### src/cpu_pkg.sv
package cpu_pkg;

	typedef enum logic [5:0] {
		op_base = 6'b100000,
		op_addi = 6'b101000,
		op_ori  = 6'b101100,
		op_xori = 6'b101011,
		op_movi = 6'b100010,
		op_lwi  = 6'b000010,
		op_swi  = 6'b001010,
		op_ls   = 6'b011100
	} opcode_e;

	typedef enum logic [4:0] {
		base_add   = 5'd0,
		base_sub   = 5'd1,
		base_and   = 5'd2,
		base_xor   = 5'd3,
		base_or    = 5'd4,
		base_slli  = 5'd8,
		base_srli  = 5'd9,
		base_rotri = 5'd11
	} base_op_e;

	typedef enum logic [7:0] {
		ls_lw = 8'h02,
		ls_sw = 8'h0a
	} ls_op_e;

	typedef enum logic [2:0] {
		ph_fetch,
		ph_decode,
		ph_execute,
		ph_mem_access,
		ph_writeback
	} phase_e;

	typedef enum logic [3:0] {
		alu_add,
		alu_sub,
		alu_and,
		alu_or,
		alu_xor,
		alu_srl,
		alu_sll,
		alu_ror,
		alu_pass_b
	} alu_op_e;

	// operand b source
	typedef enum logic [1:0] {
		opnd_rb,
		opnd_imm,
		opnd_imm_x4,
		opnd_rb_shifted
	} opnd_sel_e;

	typedef enum logic [1:0] {
		ext_zero5,
		ext_sign15,
		ext_zero15,
		ext_sign20
	} ext_sel_e;

	typedef enum logic {
		wr_alu,
		wr_load
	} write_sel_e;

	typedef struct packed {
		alu_op_e    alu_op;
		opnd_sel_e  operand_sel;
		ext_sel_e   ext_sel;
		logic       mem_read;
		logic       mem_write;
		logic       reg_write;
		write_sel_e write_sel;
		logic [4:0] rt;
		logic [4:0] ra;
		logic [4:0] rb;
		logic [19:0] imm20;
		logic [1:0] sv;
	} ctrl_t;

	typedef struct packed {
		logic [31:0] pc;
		logic        reg_write;
		logic [4:0]  rt;
		logic [31:0] write_data;
	} retire_t;

	typedef struct packed {
		logic        awvalid;
		logic [31:0] awaddr;
		logic        wvalid;
		logic [31:0] wdata;
		logic [3:0]  wstrb;
		logic        bready;
		logic        arvalid;
		logic [31:0] araddr;
		logic        rready;
	} axil_req_t;

	typedef struct packed {
		logic        awready;
		logic        wready;
		logic        bvalid;
		logic [1:0]  bresp;
		logic        arready;
		logic        rvalid;
		logic [31:0] rdata;
		logic [1:0]  rresp;
	} axil_rsp_t;

endpackage

### src/fetch_unit.sv
`timescale 1ns/1ns

module fetch_unit import cpu_pkg::*; #(
	parameter logic [31:0] RESET_PC = 32'h0
) (
	input  logic        clock,
	input  logic        reset,
	input  phase_e      phase,
	input  logic [31:0] imem_data,
	output logic [31:0] pc,
	output logic [31:0] ir
);

	always_ff @(posedge clock or posedge reset) begin
		if (reset) begin
			pc <= RESET_PC;
		end else if (phase == ph_writeback) begin
			pc <= pc + 32'd4;
		end
	end

	// instruction port answers in the same cycle
	always_ff @(posedge clock) begin
		if (phase == ph_fetch) begin
			ir <= imem_data;
		end
	end

endmodule

### src/controller.sv
`timescale 1ns/1ns

module controller import cpu_pkg::*; (
	input  logic        clock,
	input  logic        reset,
	input  logic [31:0] ir,
	input  logic        mem_done,
	output phase_e      phase,
	output ctrl_t       ctrl,
	output logic        mem_start
);

	opcode_e  opcode;
	base_op_e base_op;
	ls_op_e   ls_op;
	logic     mem_op;

	assign opcode  = opcode_e'(ir[30:25]);
	assign base_op = base_op_e'(ir[4:0]);
	assign ls_op   = ls_op_e'(ir[7:0]);
	assign mem_op  = ctrl.mem_read | ctrl.mem_write;

	always_ff @(posedge clock or posedge reset) begin
		if (reset) begin
			phase <= ph_fetch;
		end else begin
			case (phase)
				ph_fetch:   phase <= ph_decode;
				ph_decode:  phase <= ph_execute;
				ph_execute: phase <= ph_mem_access;
				ph_mem_access: begin
					// stay here until the bus transfer completes
					if (!mem_op || mem_done) begin
						phase <= ph_writeback;
					end
				end
				default:    phase <= ph_fetch;
			endcase
		end
	end

	// high in the first mem_access cycle only
	always_ff @(posedge clock or posedge reset) begin
		if (reset) begin
			mem_start <= 1'b0;
		end else begin
			mem_start <= (phase == ph_execute) && mem_op;
		end
	end

	always_comb begin
		ctrl = '0;
		ctrl.rt = ir[24:20];
		ctrl.ra = ir[19:15];
		ctrl.rb = ir[14:10];
		ctrl.imm20 = ir[19:0];
		ctrl.sv = ir[9:8];
		case (opcode)
			op_base: begin
				ctrl.reg_write = 1'b1;
				case (base_op)
					base_add: ctrl.alu_op = alu_add;
					base_sub: ctrl.alu_op = alu_sub;
					base_and: ctrl.alu_op = alu_and;
					base_xor: ctrl.alu_op = alu_xor;
					base_or:  ctrl.alu_op = alu_or;
					base_slli: begin
						ctrl.alu_op = alu_sll;
						ctrl.operand_sel = opnd_imm;
					end
					base_srli: begin
						ctrl.alu_op = alu_srl;
						ctrl.operand_sel = opnd_imm;
					end
					base_rotri: begin
						ctrl.alu_op = alu_ror;
						ctrl.operand_sel = opnd_imm;
					end
					default:  ctrl.reg_write = 1'b0;
				endcase
			end
			op_addi: begin
				ctrl.reg_write = 1'b1;
				ctrl.operand_sel = opnd_imm;
				ctrl.ext_sel = ext_sign15;
			end
			op_ori: begin
				ctrl.reg_write = 1'b1;
				ctrl.alu_op = alu_or;
				ctrl.operand_sel = opnd_imm;
				ctrl.ext_sel = ext_zero15;
			end
			op_xori: begin
				ctrl.reg_write = 1'b1;
				ctrl.alu_op = alu_xor;
				ctrl.operand_sel = opnd_imm;
				ctrl.ext_sel = ext_zero15;
			end
			op_movi: begin
				ctrl.reg_write = 1'b1;
				ctrl.alu_op = alu_pass_b;
				ctrl.operand_sel = opnd_imm;
				ctrl.ext_sel = ext_sign20;
			end
			op_lwi: begin
				ctrl.reg_write = 1'b1;
				ctrl.mem_read = 1'b1;
				ctrl.write_sel = wr_load;
				ctrl.operand_sel = opnd_imm_x4;
				ctrl.ext_sel = ext_sign15;
			end
			op_swi: begin
				ctrl.mem_write = 1'b1;
				ctrl.operand_sel = opnd_imm_x4;
				ctrl.ext_sel = ext_sign15;
			end
			op_ls: begin
				ctrl.operand_sel = opnd_rb_shifted;
				case (ls_op)
					ls_lw: begin
						ctrl.reg_write = 1'b1;
						ctrl.mem_read = 1'b1;
						ctrl.write_sel = wr_load;
					end
					ls_sw:   ctrl.mem_write = 1'b1;
					default: ctrl.operand_sel = opnd_rb;
				endcase
			end
			default: ;
		endcase
	end

	mem_done_in_mem_access: assert property (@(posedge clock) disable iff (reset)
		mem_done |-> phase == ph_mem_access);

endmodule

### src/register_file.sv
`timescale 1ns/1ns

module register_file (
	input  logic        clock,
	input  logic        reset,
	input  logic [4:0]  ra,
	input  logic [4:0]  rb,
	input  logic [4:0]  rt,
	input  logic        write_enable,
	input  logic [31:0] write_data,
	output logic [31:0] ra_data,
	output logic [31:0] rb_data
);

	logic [31:0] regs [32];

	always_ff @(posedge clock or posedge reset) begin
		if (reset) begin
			regs <= '{default: '0};
		end else if (write_enable) begin
			// r0 is an ordinary register here
			regs[rt] <= write_data;
		end
	end

	assign ra_data = regs[ra];
	assign rb_data = regs[rb];

endmodule

### src/execute_unit.sv
`timescale 1ns/1ns

module execute_unit import cpu_pkg::*; (
	input  logic        clock,
	input  logic        reset,
	input  phase_e      phase,
	input  ctrl_t       ctrl,
	input  logic [31:0] ra_data,
	input  logic [31:0] rb_data,
	output logic [31:0] result
);

	logic [31:0] ext_imm;
	logic [31:0] operand_b;
	logic [31:0] alu_out;
	logic [4:0]  amount;
	logic [63:0] rotated;

	always_comb begin
		case (ctrl.ext_sel)
			ext_zero5:  ext_imm = {27'b0, ctrl.imm20[14:10]};
			ext_sign15: ext_imm = {{17{ctrl.imm20[14]}}, ctrl.imm20[14:0]};
			ext_zero15: ext_imm = {17'b0, ctrl.imm20[14:0]};
			default:    ext_imm = {{12{ctrl.imm20[19]}}, ctrl.imm20};
		endcase
	end

	// memory offsets are scaled to words
	always_comb begin
		case (ctrl.operand_sel)
			opnd_rb:     operand_b = rb_data;
			opnd_imm:    operand_b = ext_imm;
			opnd_imm_x4: operand_b = ext_imm << 2;
			default:     operand_b = rb_data << ctrl.sv;
		endcase
	end

	assign amount  = operand_b[4:0];
	assign rotated = {ra_data, ra_data} >> amount;

	always_comb begin
		case (ctrl.alu_op)
			alu_add:    alu_out = ra_data + operand_b;
			alu_sub:    alu_out = ra_data - operand_b;
			alu_and:    alu_out = ra_data & operand_b;
			alu_or:     alu_out = ra_data | operand_b;
			alu_xor:    alu_out = ra_data ^ operand_b;
			alu_srl:    alu_out = ra_data >> amount;
			alu_sll:    alu_out = ra_data << amount;
			alu_ror:    alu_out = rotated[31:0];
			alu_pass_b: alu_out = operand_b;
			default:    alu_out = '0;
		endcase
	end

	always_ff @(posedge clock or posedge reset) begin
		if (reset) begin
			result <= '0;
		end else if (phase == ph_execute) begin
			result <= alu_out;
		end
	end

endmodule

### src/axil_data_port.sv
`timescale 1ns/1ns

module axil_data_port import cpu_pkg::*; (
	input  logic        clock,
	input  logic        reset,
	input  logic        start,
	input  ctrl_t       ctrl,
	input  logic [31:0] address,
	input  logic [31:0] store_data,
	output axil_req_t   axil_req,
	input  axil_rsp_t   axil_rsp,
	output logic        done,
	output logic [31:0] load_data
);

	typedef enum logic [1:0] {
		st_idle,
		st_write,
		st_write_response,
		st_read
	} port_state_e;

	port_state_e state;
	logic        awvalid, wvalid, arvalid;
	logic        aw_done, w_done;
	logic [31:0] addr_q, wdata_q;

	// address and data channels may finish in either order
	assign aw_done = !awvalid || axil_rsp.awready;
	assign w_done  = !wvalid || axil_rsp.wready;

	always_ff @(posedge clock or posedge reset) begin
		if (reset) begin
			state <= st_idle;
			awvalid <= 1'b0;
			wvalid <= 1'b0;
			arvalid <= 1'b0;
		end else begin
			case (state)
				st_idle: begin
					if (start && ctrl.mem_write) begin
						awvalid <= 1'b1;
						wvalid <= 1'b1;
						state <= st_write;
					end else if (start && ctrl.mem_read) begin
						arvalid <= 1'b1;
						state <= st_read;
					end
				end
				st_write: begin
					if (axil_rsp.awready) awvalid <= 1'b0;
					if (axil_rsp.wready) wvalid <= 1'b0;
					if (aw_done && w_done) state <= st_write_response;
				end
				st_write_response: begin
					if (axil_rsp.bvalid) state <= st_idle;
				end
				default: begin
					if (axil_rsp.arready) arvalid <= 1'b0;
					if (axil_rsp.rvalid) state <= st_idle;
				end
			endcase
		end
	end

	always_ff @(posedge clock) begin
		if (state == st_idle && start) begin
			addr_q <= address;
			wdata_q <= store_data;
		end
		if (state == st_read && axil_rsp.rvalid) begin
			load_data <= axil_rsp.rdata;
		end
	end

	assign done = (state == st_write_response && axil_rsp.bvalid) ||
		(state == st_read && axil_rsp.rvalid);

	always_comb begin
		axil_req.awvalid = awvalid;
		axil_req.awaddr = addr_q;
		axil_req.wvalid = wvalid;
		axil_req.wdata = wdata_q;
		axil_req.wstrb = 4'hf;
		axil_req.bready = (state == st_write_response);
		axil_req.arvalid = arvalid;
		axil_req.araddr = addr_q;
		axil_req.rready = (state == st_read);
	end

	aw_held: assert property (@(posedge clock) disable iff (reset)
		awvalid && !axil_rsp.awready |=> awvalid && $stable(axil_req.awaddr));
	w_held: assert property (@(posedge clock) disable iff (reset)
		wvalid && !axil_rsp.wready |=> wvalid && $stable(axil_req.wdata));
	ar_held: assert property (@(posedge clock) disable iff (reset)
		arvalid && !axil_rsp.arready |=> arvalid && $stable(axil_req.araddr));

endmodule

### src/cpu_top.sv
`timescale 1ns/1ns

module cpu_top import cpu_pkg::*; #(
	parameter logic [31:0] RESET_PC = 32'h0
) (
	input  logic        clock,
	input  logic        reset,
	output logic [31:0] imem_addr,
	input  logic [31:0] imem_data,
	output axil_req_t   axil_req,
	input  axil_rsp_t   axil_rsp,
	output logic        retire_valid,
	output retire_t     retire
);

	phase_e      phase;
	ctrl_t       ctrl;
	logic [31:0] pc, ir;
	logic [31:0] ra_data, rb_data;
	logic [31:0] result, load_data, write_data;
	logic [4:0]  rb_addr;
	logic        mem_start, mem_done, write_enable;

	fetch_unit #(.RESET_PC(RESET_PC)) i_fetch (
		.clock(clock), .reset(reset), .phase(phase),
		.imem_data(imem_data), .pc(pc), .ir(ir)
	);

	controller i_controller (
		.clock(clock), .reset(reset), .ir(ir), .mem_done(mem_done),
		.phase(phase), .ctrl(ctrl), .mem_start(mem_start)
	);

	// port b reads rt as store data once the address is registered
	assign rb_addr = (phase == ph_mem_access) ? ctrl.rt : ctrl.rb;
	assign write_enable = ctrl.reg_write && (phase == ph_writeback);
	assign write_data = (ctrl.write_sel == wr_load) ? load_data : result;

	register_file i_regs (
		.clock(clock), .reset(reset), .ra(ctrl.ra), .rb(rb_addr), .rt(ctrl.rt),
		.write_enable(write_enable), .write_data(write_data),
		.ra_data(ra_data), .rb_data(rb_data)
	);

	execute_unit i_execute (
		.clock(clock), .reset(reset), .phase(phase), .ctrl(ctrl),
		.ra_data(ra_data), .rb_data(rb_data), .result(result)
	);

	axil_data_port i_data_port (
		.clock(clock), .reset(reset), .start(mem_start), .ctrl(ctrl),
		.address(result), .store_data(rb_data), .axil_req(axil_req),
		.axil_rsp(axil_rsp), .done(mem_done), .load_data(load_data)
	);

	assign imem_addr = pc;
	assign retire_valid = (phase == ph_writeback);

	always_comb begin
		retire.pc = pc;
		retire.reg_write = ctrl.reg_write;
		retire.rt = ctrl.rt;
		retire.write_data = write_data;
	end

endmodule

### config.mk
export PLATFORM = sky130hd
export DESIGN_NAME = cpu_top
export DESIGN_NICKNAME = d
export VERILOG_FILES = /design/src/cpu_pkg.sv /design/src/fetch_unit.sv /design/src/controller.sv /design/src/register_file.sv /design/src/execute_unit.sv /design/src/axil_data_port.sv /design/src/cpu_top.sv
export SDC_FILE = /design/constraint.sdc
export NUM_CORES = 2
export LEC_CHECK = 0
export BUFFER_PORTS_ARGS = -buffer_cell sky130_fd_sc_hd__buf_4
export CAP_MARGIN = 20
export CORE_MARGIN = 1
export CORE_UTILIZATION = 60
export CTS_CLUSTER_DIAMETER = 40
export DETAILED_ROUTE_END_ITERATION = 12
export PLACE_DENSITY_LB_ADDON = 0.12
export SLEW_MARGIN = 25
export SYNTH_ARGS = -nofsm -noshare
export SYNTH_HDL_FRONTEND = slang
export SYNTH_SLANG_ARGS = --single-unit
### constraint.sdc
create_clock -name clock -period 70.6 [get_ports clock]
set_input_delay 10.59 -clock clock [delete_from_list [all_inputs] [get_ports clock]]
set_output_delay 10.59 -clock clock [all_outputs]
set_load 0.01 [all_outputs]
==> results.md <==
| Quantity | Value |
|:---|:---|
| Finished Core Util | 0.679 |
| Residual DRC count | 0 |
| Final period util | 0.225 |
| Area of the placeable core | 118000 sq um |
| Leftover overflow at the end of global routing | 0 |
| Max stage delay cell, worst path | nor4bb_1 |
| Classification of the worst setup path | reg -> out |
| Overall global routing resource usage | 0.447 |
| Part of the total power dissipated in sequential elements | 0.240 |
| TritonCTS Buffers | 169 |
| Required arrival time at the worst endpoint | 60010 ps |
| Vias | 61.7k |
| Maximum root-to-sink buffer count | 3 |
| Leakage power of the design | 36.2 nW |
| RSZ-0062 raised after global routing | false |
| CP most frequent cell | buf_4 |
| CTS tree | built |
| Clk_lat worst skew | 820 ps |
| DR iter-0 viols | 7905 |
| Arr. time, crit path | 5330 ps |
| Number of global-route vias before repair | 59.3k |
| Actual transition at the worst max-transition pin | 1200 ps |
| Most common cell after layout, fill and taps aside | dfrtp_1 |
| Maximum frequency from static timing analysis | 0.0628 GHz |
| Wire length of the first global-routing pass | 397000 um |
| Total wire length after detailed routing | 270000 um |
| Destination of the worst hold path | i_data_port.addr_q[0] |
| Setup skew after layout | 39.4 ps |
| Clock Pin Slew Worst Setup and Hold Paths | 60 ps |
| Peak per-stage delay on the critical path | 740 ps |
| Cell depth of the worst min-delay path | 0 |
| CTS H-tree lvls | 4 |
| Most instantiated flip-flop cell in the synthesis netlist | dfrtp_1 |
| Cell depth of the worst flop-to-flop path | 30 |
| Detail-routed via count per cell | 7.02 |
| Die extent in x | 348 um |
| Cell Chain, Critical Path | nor4bb_1, nand4_1, o22ai_4, buf_4, mux2i_4, buf_4, inv_1, buf_4 |
| Detailed-router iteration count before antenna repair | 8 |
| Headroom to the max-slew limit | 0.200 |
| GR Layer Usage met1 | 0.591 |
| Number of antenna violations at the first check in global routing | 2 |
| Sequential element share of the synthesized area | 0.436 |
| DR WL/cell | 30.7 um |
| Initial core utilization | 0.606 |
| Endpoint type of the worst setup path | primary output |
| Global-route layer with the greatest usage | met2 |
| Reg2Reg Setup Slack | 58870 ps |
| Pwr per Cell Area | 42.4 nW/um^2 |
| Met3 Use GR | 0.137 |
| Distinct cell type count after synthesis | 97 |
| Average footprint of a synthesized cell | 9.89 sq um |
| Clock power share | 0.252 |
| Count of instances resized after the clock tree is built | 0 |
| Crit path launch type | flip-flop |
| Max VDD drop | 0.0570 mV |
| Sw Share | 0.471 |
| Reg-to-reg endpoint | i_execute.result[30] |
| Total I/O pin count | 283 |
| NetSw | 1.60 mW |
| Total Nets Final | 7301 |
| Post-CTS repair timing setup buffer count | 0 |
| Core Rows | 126 |
| Final setup vio count | 0 |
| Final-report hold violation count | 0 |
| Met2 global-route usage | 0.649 |
| Vertical extent of the die | 348 um |
| Post-synthesis cell area | 71600 sq um |
| CTS Sinks | 1222 |
| Commonest non-fill, non-tap cells in the layout | dfrtp_1 (1095), nand2_1 (971), nor2_1 (672) |
| Area of the die | 121000 sq um |
| Total Power | 3.41 mW |
| Result of the run | finished clean |
| Clock root buffer | clkbuf_16 |
| Number of synthesis warnings | 0 |
| Time the worst path needs with I/O delays and setup | 15920 ps |
| Largest driver fanout on the critical path | 33 |
| Post-DP HPWL | 165000 um |
| Signed area change from the synthesized netlist to the final layout | 12.1% |
| Internal portion of total power | 1.80 mW |
| Fraction of final layout cells sized beyond drive strength 1 | 0.180 |
| Weighted congestion at the end of routability-driven global placement | 1.03 |
| Fraction of synthesis flops using an asynchronous set or reset pin | 0.896 |
| Final Max Slew Viols | 0 |
| Pin count of the biggest net entering global routing | 150 |
| Gate power share | 0.508 |
| # Max-Cap Violations | 0 |
| Final TNS setup | 0 ps |
| PortBufs | 269 |
| Number of nets still failing antenna checks after routing | 0 |
| Number of enable-type register cells in the synthesized netlist | 127 |
| Hold_buf cts | 0 |
| Hold Crit Start | i_execute.result[0] |
| Number of flip-flops and latches in the synthesized netlist | 1222 |
| Hold slack final | 494 ps |
| Hold WC Path Type | reg -> reg |
| Crit Reg-Reg Startpoint | i_fetch.ir[21] |
| Number of instances in the synthesized netlist | 7241 |
==> Yosys cell counts, types with 85 or more instances <==
library cell / instances / area, sq um
nand3_1: 123 / 616
a311oi_1: 85 / 744
inv_1: 149 / 559
buf_4: 100 / 751
a21oi_1: 659 / 3300
mux2i_1: 415 / 4150
o211a_1: 121 / 1210
clkbuf_1: 463 / 1740
a211oi_1: 210 / 1580
nor2_1: 686 / 2570
nand2_1: 984 / 3690
o21ai_0: 671 / 3360
edfxtp_1: 127 / 3810
ha_1: 106 / 1330
dfrtp_1: 1095 / 27400
mux4_2: 362 / 8150
==> sequential cells by signal, summed over array words and instances, names as in the netlist <==
| signal | count |
|---|---|
| i_regs.regs | 1024 |
| i_data_port.addr_q | 32 |
| i_data_port.load_data | 32 |
| i_data_port.wdata_q | 32 |
| i_execute.result | 32 |
| i_fetch.ir | 31 |
| i_fetch.pc | 30 |
| i_controller.phase | 3 |
| i_data_port.state | 2 |
| i_controller.mem_start | 1 |
| i_data_port.arvalid | 1 |
| i_data_port.awvalid | 1 |
| i_data_port.wvalid | 1 |
==> through the flow <==
stage	cells	setup slack [ps]	instance area, sq um
4_1_cts	8794	54290	80100
2_1_floorplan	7247	29180	71700
5_1_grt	8798	54470	80300
3_5_place_dp	8480	55180	74400
6_report	8799	54680	80300
3_3_place_gp	8474	54910	74200
==> critical path, delay by kind of cell, from the launching register on <==
kind / cells / cell delay, ps
buffers and inverters: 4 / 1500
muxes: 1 / 330
DFF: 1 / 660
and+or+nand+nor: 2 / 1320
AOI/OAI and AO/OA: 1 / 550
==> cell families (layout without fill, tap and decap cells) <==
family | count (synthesis) | after routing | share of synthesized area
compound gates | 2085 | 2085 | 0.182
xor+xnor | 84 | 84 | 0.0103
fa+ha+maj | 107 | 107 | 0.0188
buf+inv | 899 | 914 | 0.0567
flops | 1222 | 1222 | 0.436
mux | 839 | 839 | 0.182
other cells | 2 | 9 | 0.000105
simple gates | 2003 | 2003 | 0.115
==> final cells by class <==
type                            instances  area [sq um]
Sequential cell                      1222         31200
Fill cell                            9084         38000
Antenna cell                            1          2.50
Multi-Input combinational cell       5126         37300
Clock inverter                        113          1200
Inverter                              152           581
Clock buffer                          201          4490
Tap cell                             1536          1920
Timing Repair Buffer                  448          3570
==> power by group through the flow <==
| stage | Clock [mW] | Sequential [mW] | Combinational (mW) |
|---|---|---|---|
| after detailed placement | 0 | 0.828 | 1.65 |
| after floorplan | 0 | 0.800 | 1.11 |
| after CTS | 0.864 | 0.816 | 1.65 |
| after global routing | 0.892 | 0.822 | 1.79 |
| final | 0.860 | 0.818 | 1.73 |
| after global placement | 0 | 0.826 | 1.63 |
==> worst max path at each step <==
| stage | start | end | slack (ps) | cells past startpoint |
|---|---|---|---|---|
| 2_1_floorplan | reset | i_controller.mem_start | 29180 | 1 |
| 3_3_place_gp | i_fetch.ir[28] | retire[25] | 54910 | 7 |
| 3_5_place_dp | i_fetch.ir[28] | retire[22] | 55180 | 8 |
| 4_1_cts | i_fetch.ir[28] | retire[22] | 54290 | 8 |
| 5_1_grt | i_fetch.ir[28] | retire[22] | 54470 | 8 |
| 6_report | i_fetch.ir[28] | retire[22] | 54680 | 8 |
==> metal layers <==
layer	wire length (um)	vias to the layer above
met1	99300	30400
met3	36300	939
li1	-	26100
met2	116000	4284
met4	18500	2
met5	9	-
Power figures use the tool's default switching activity.
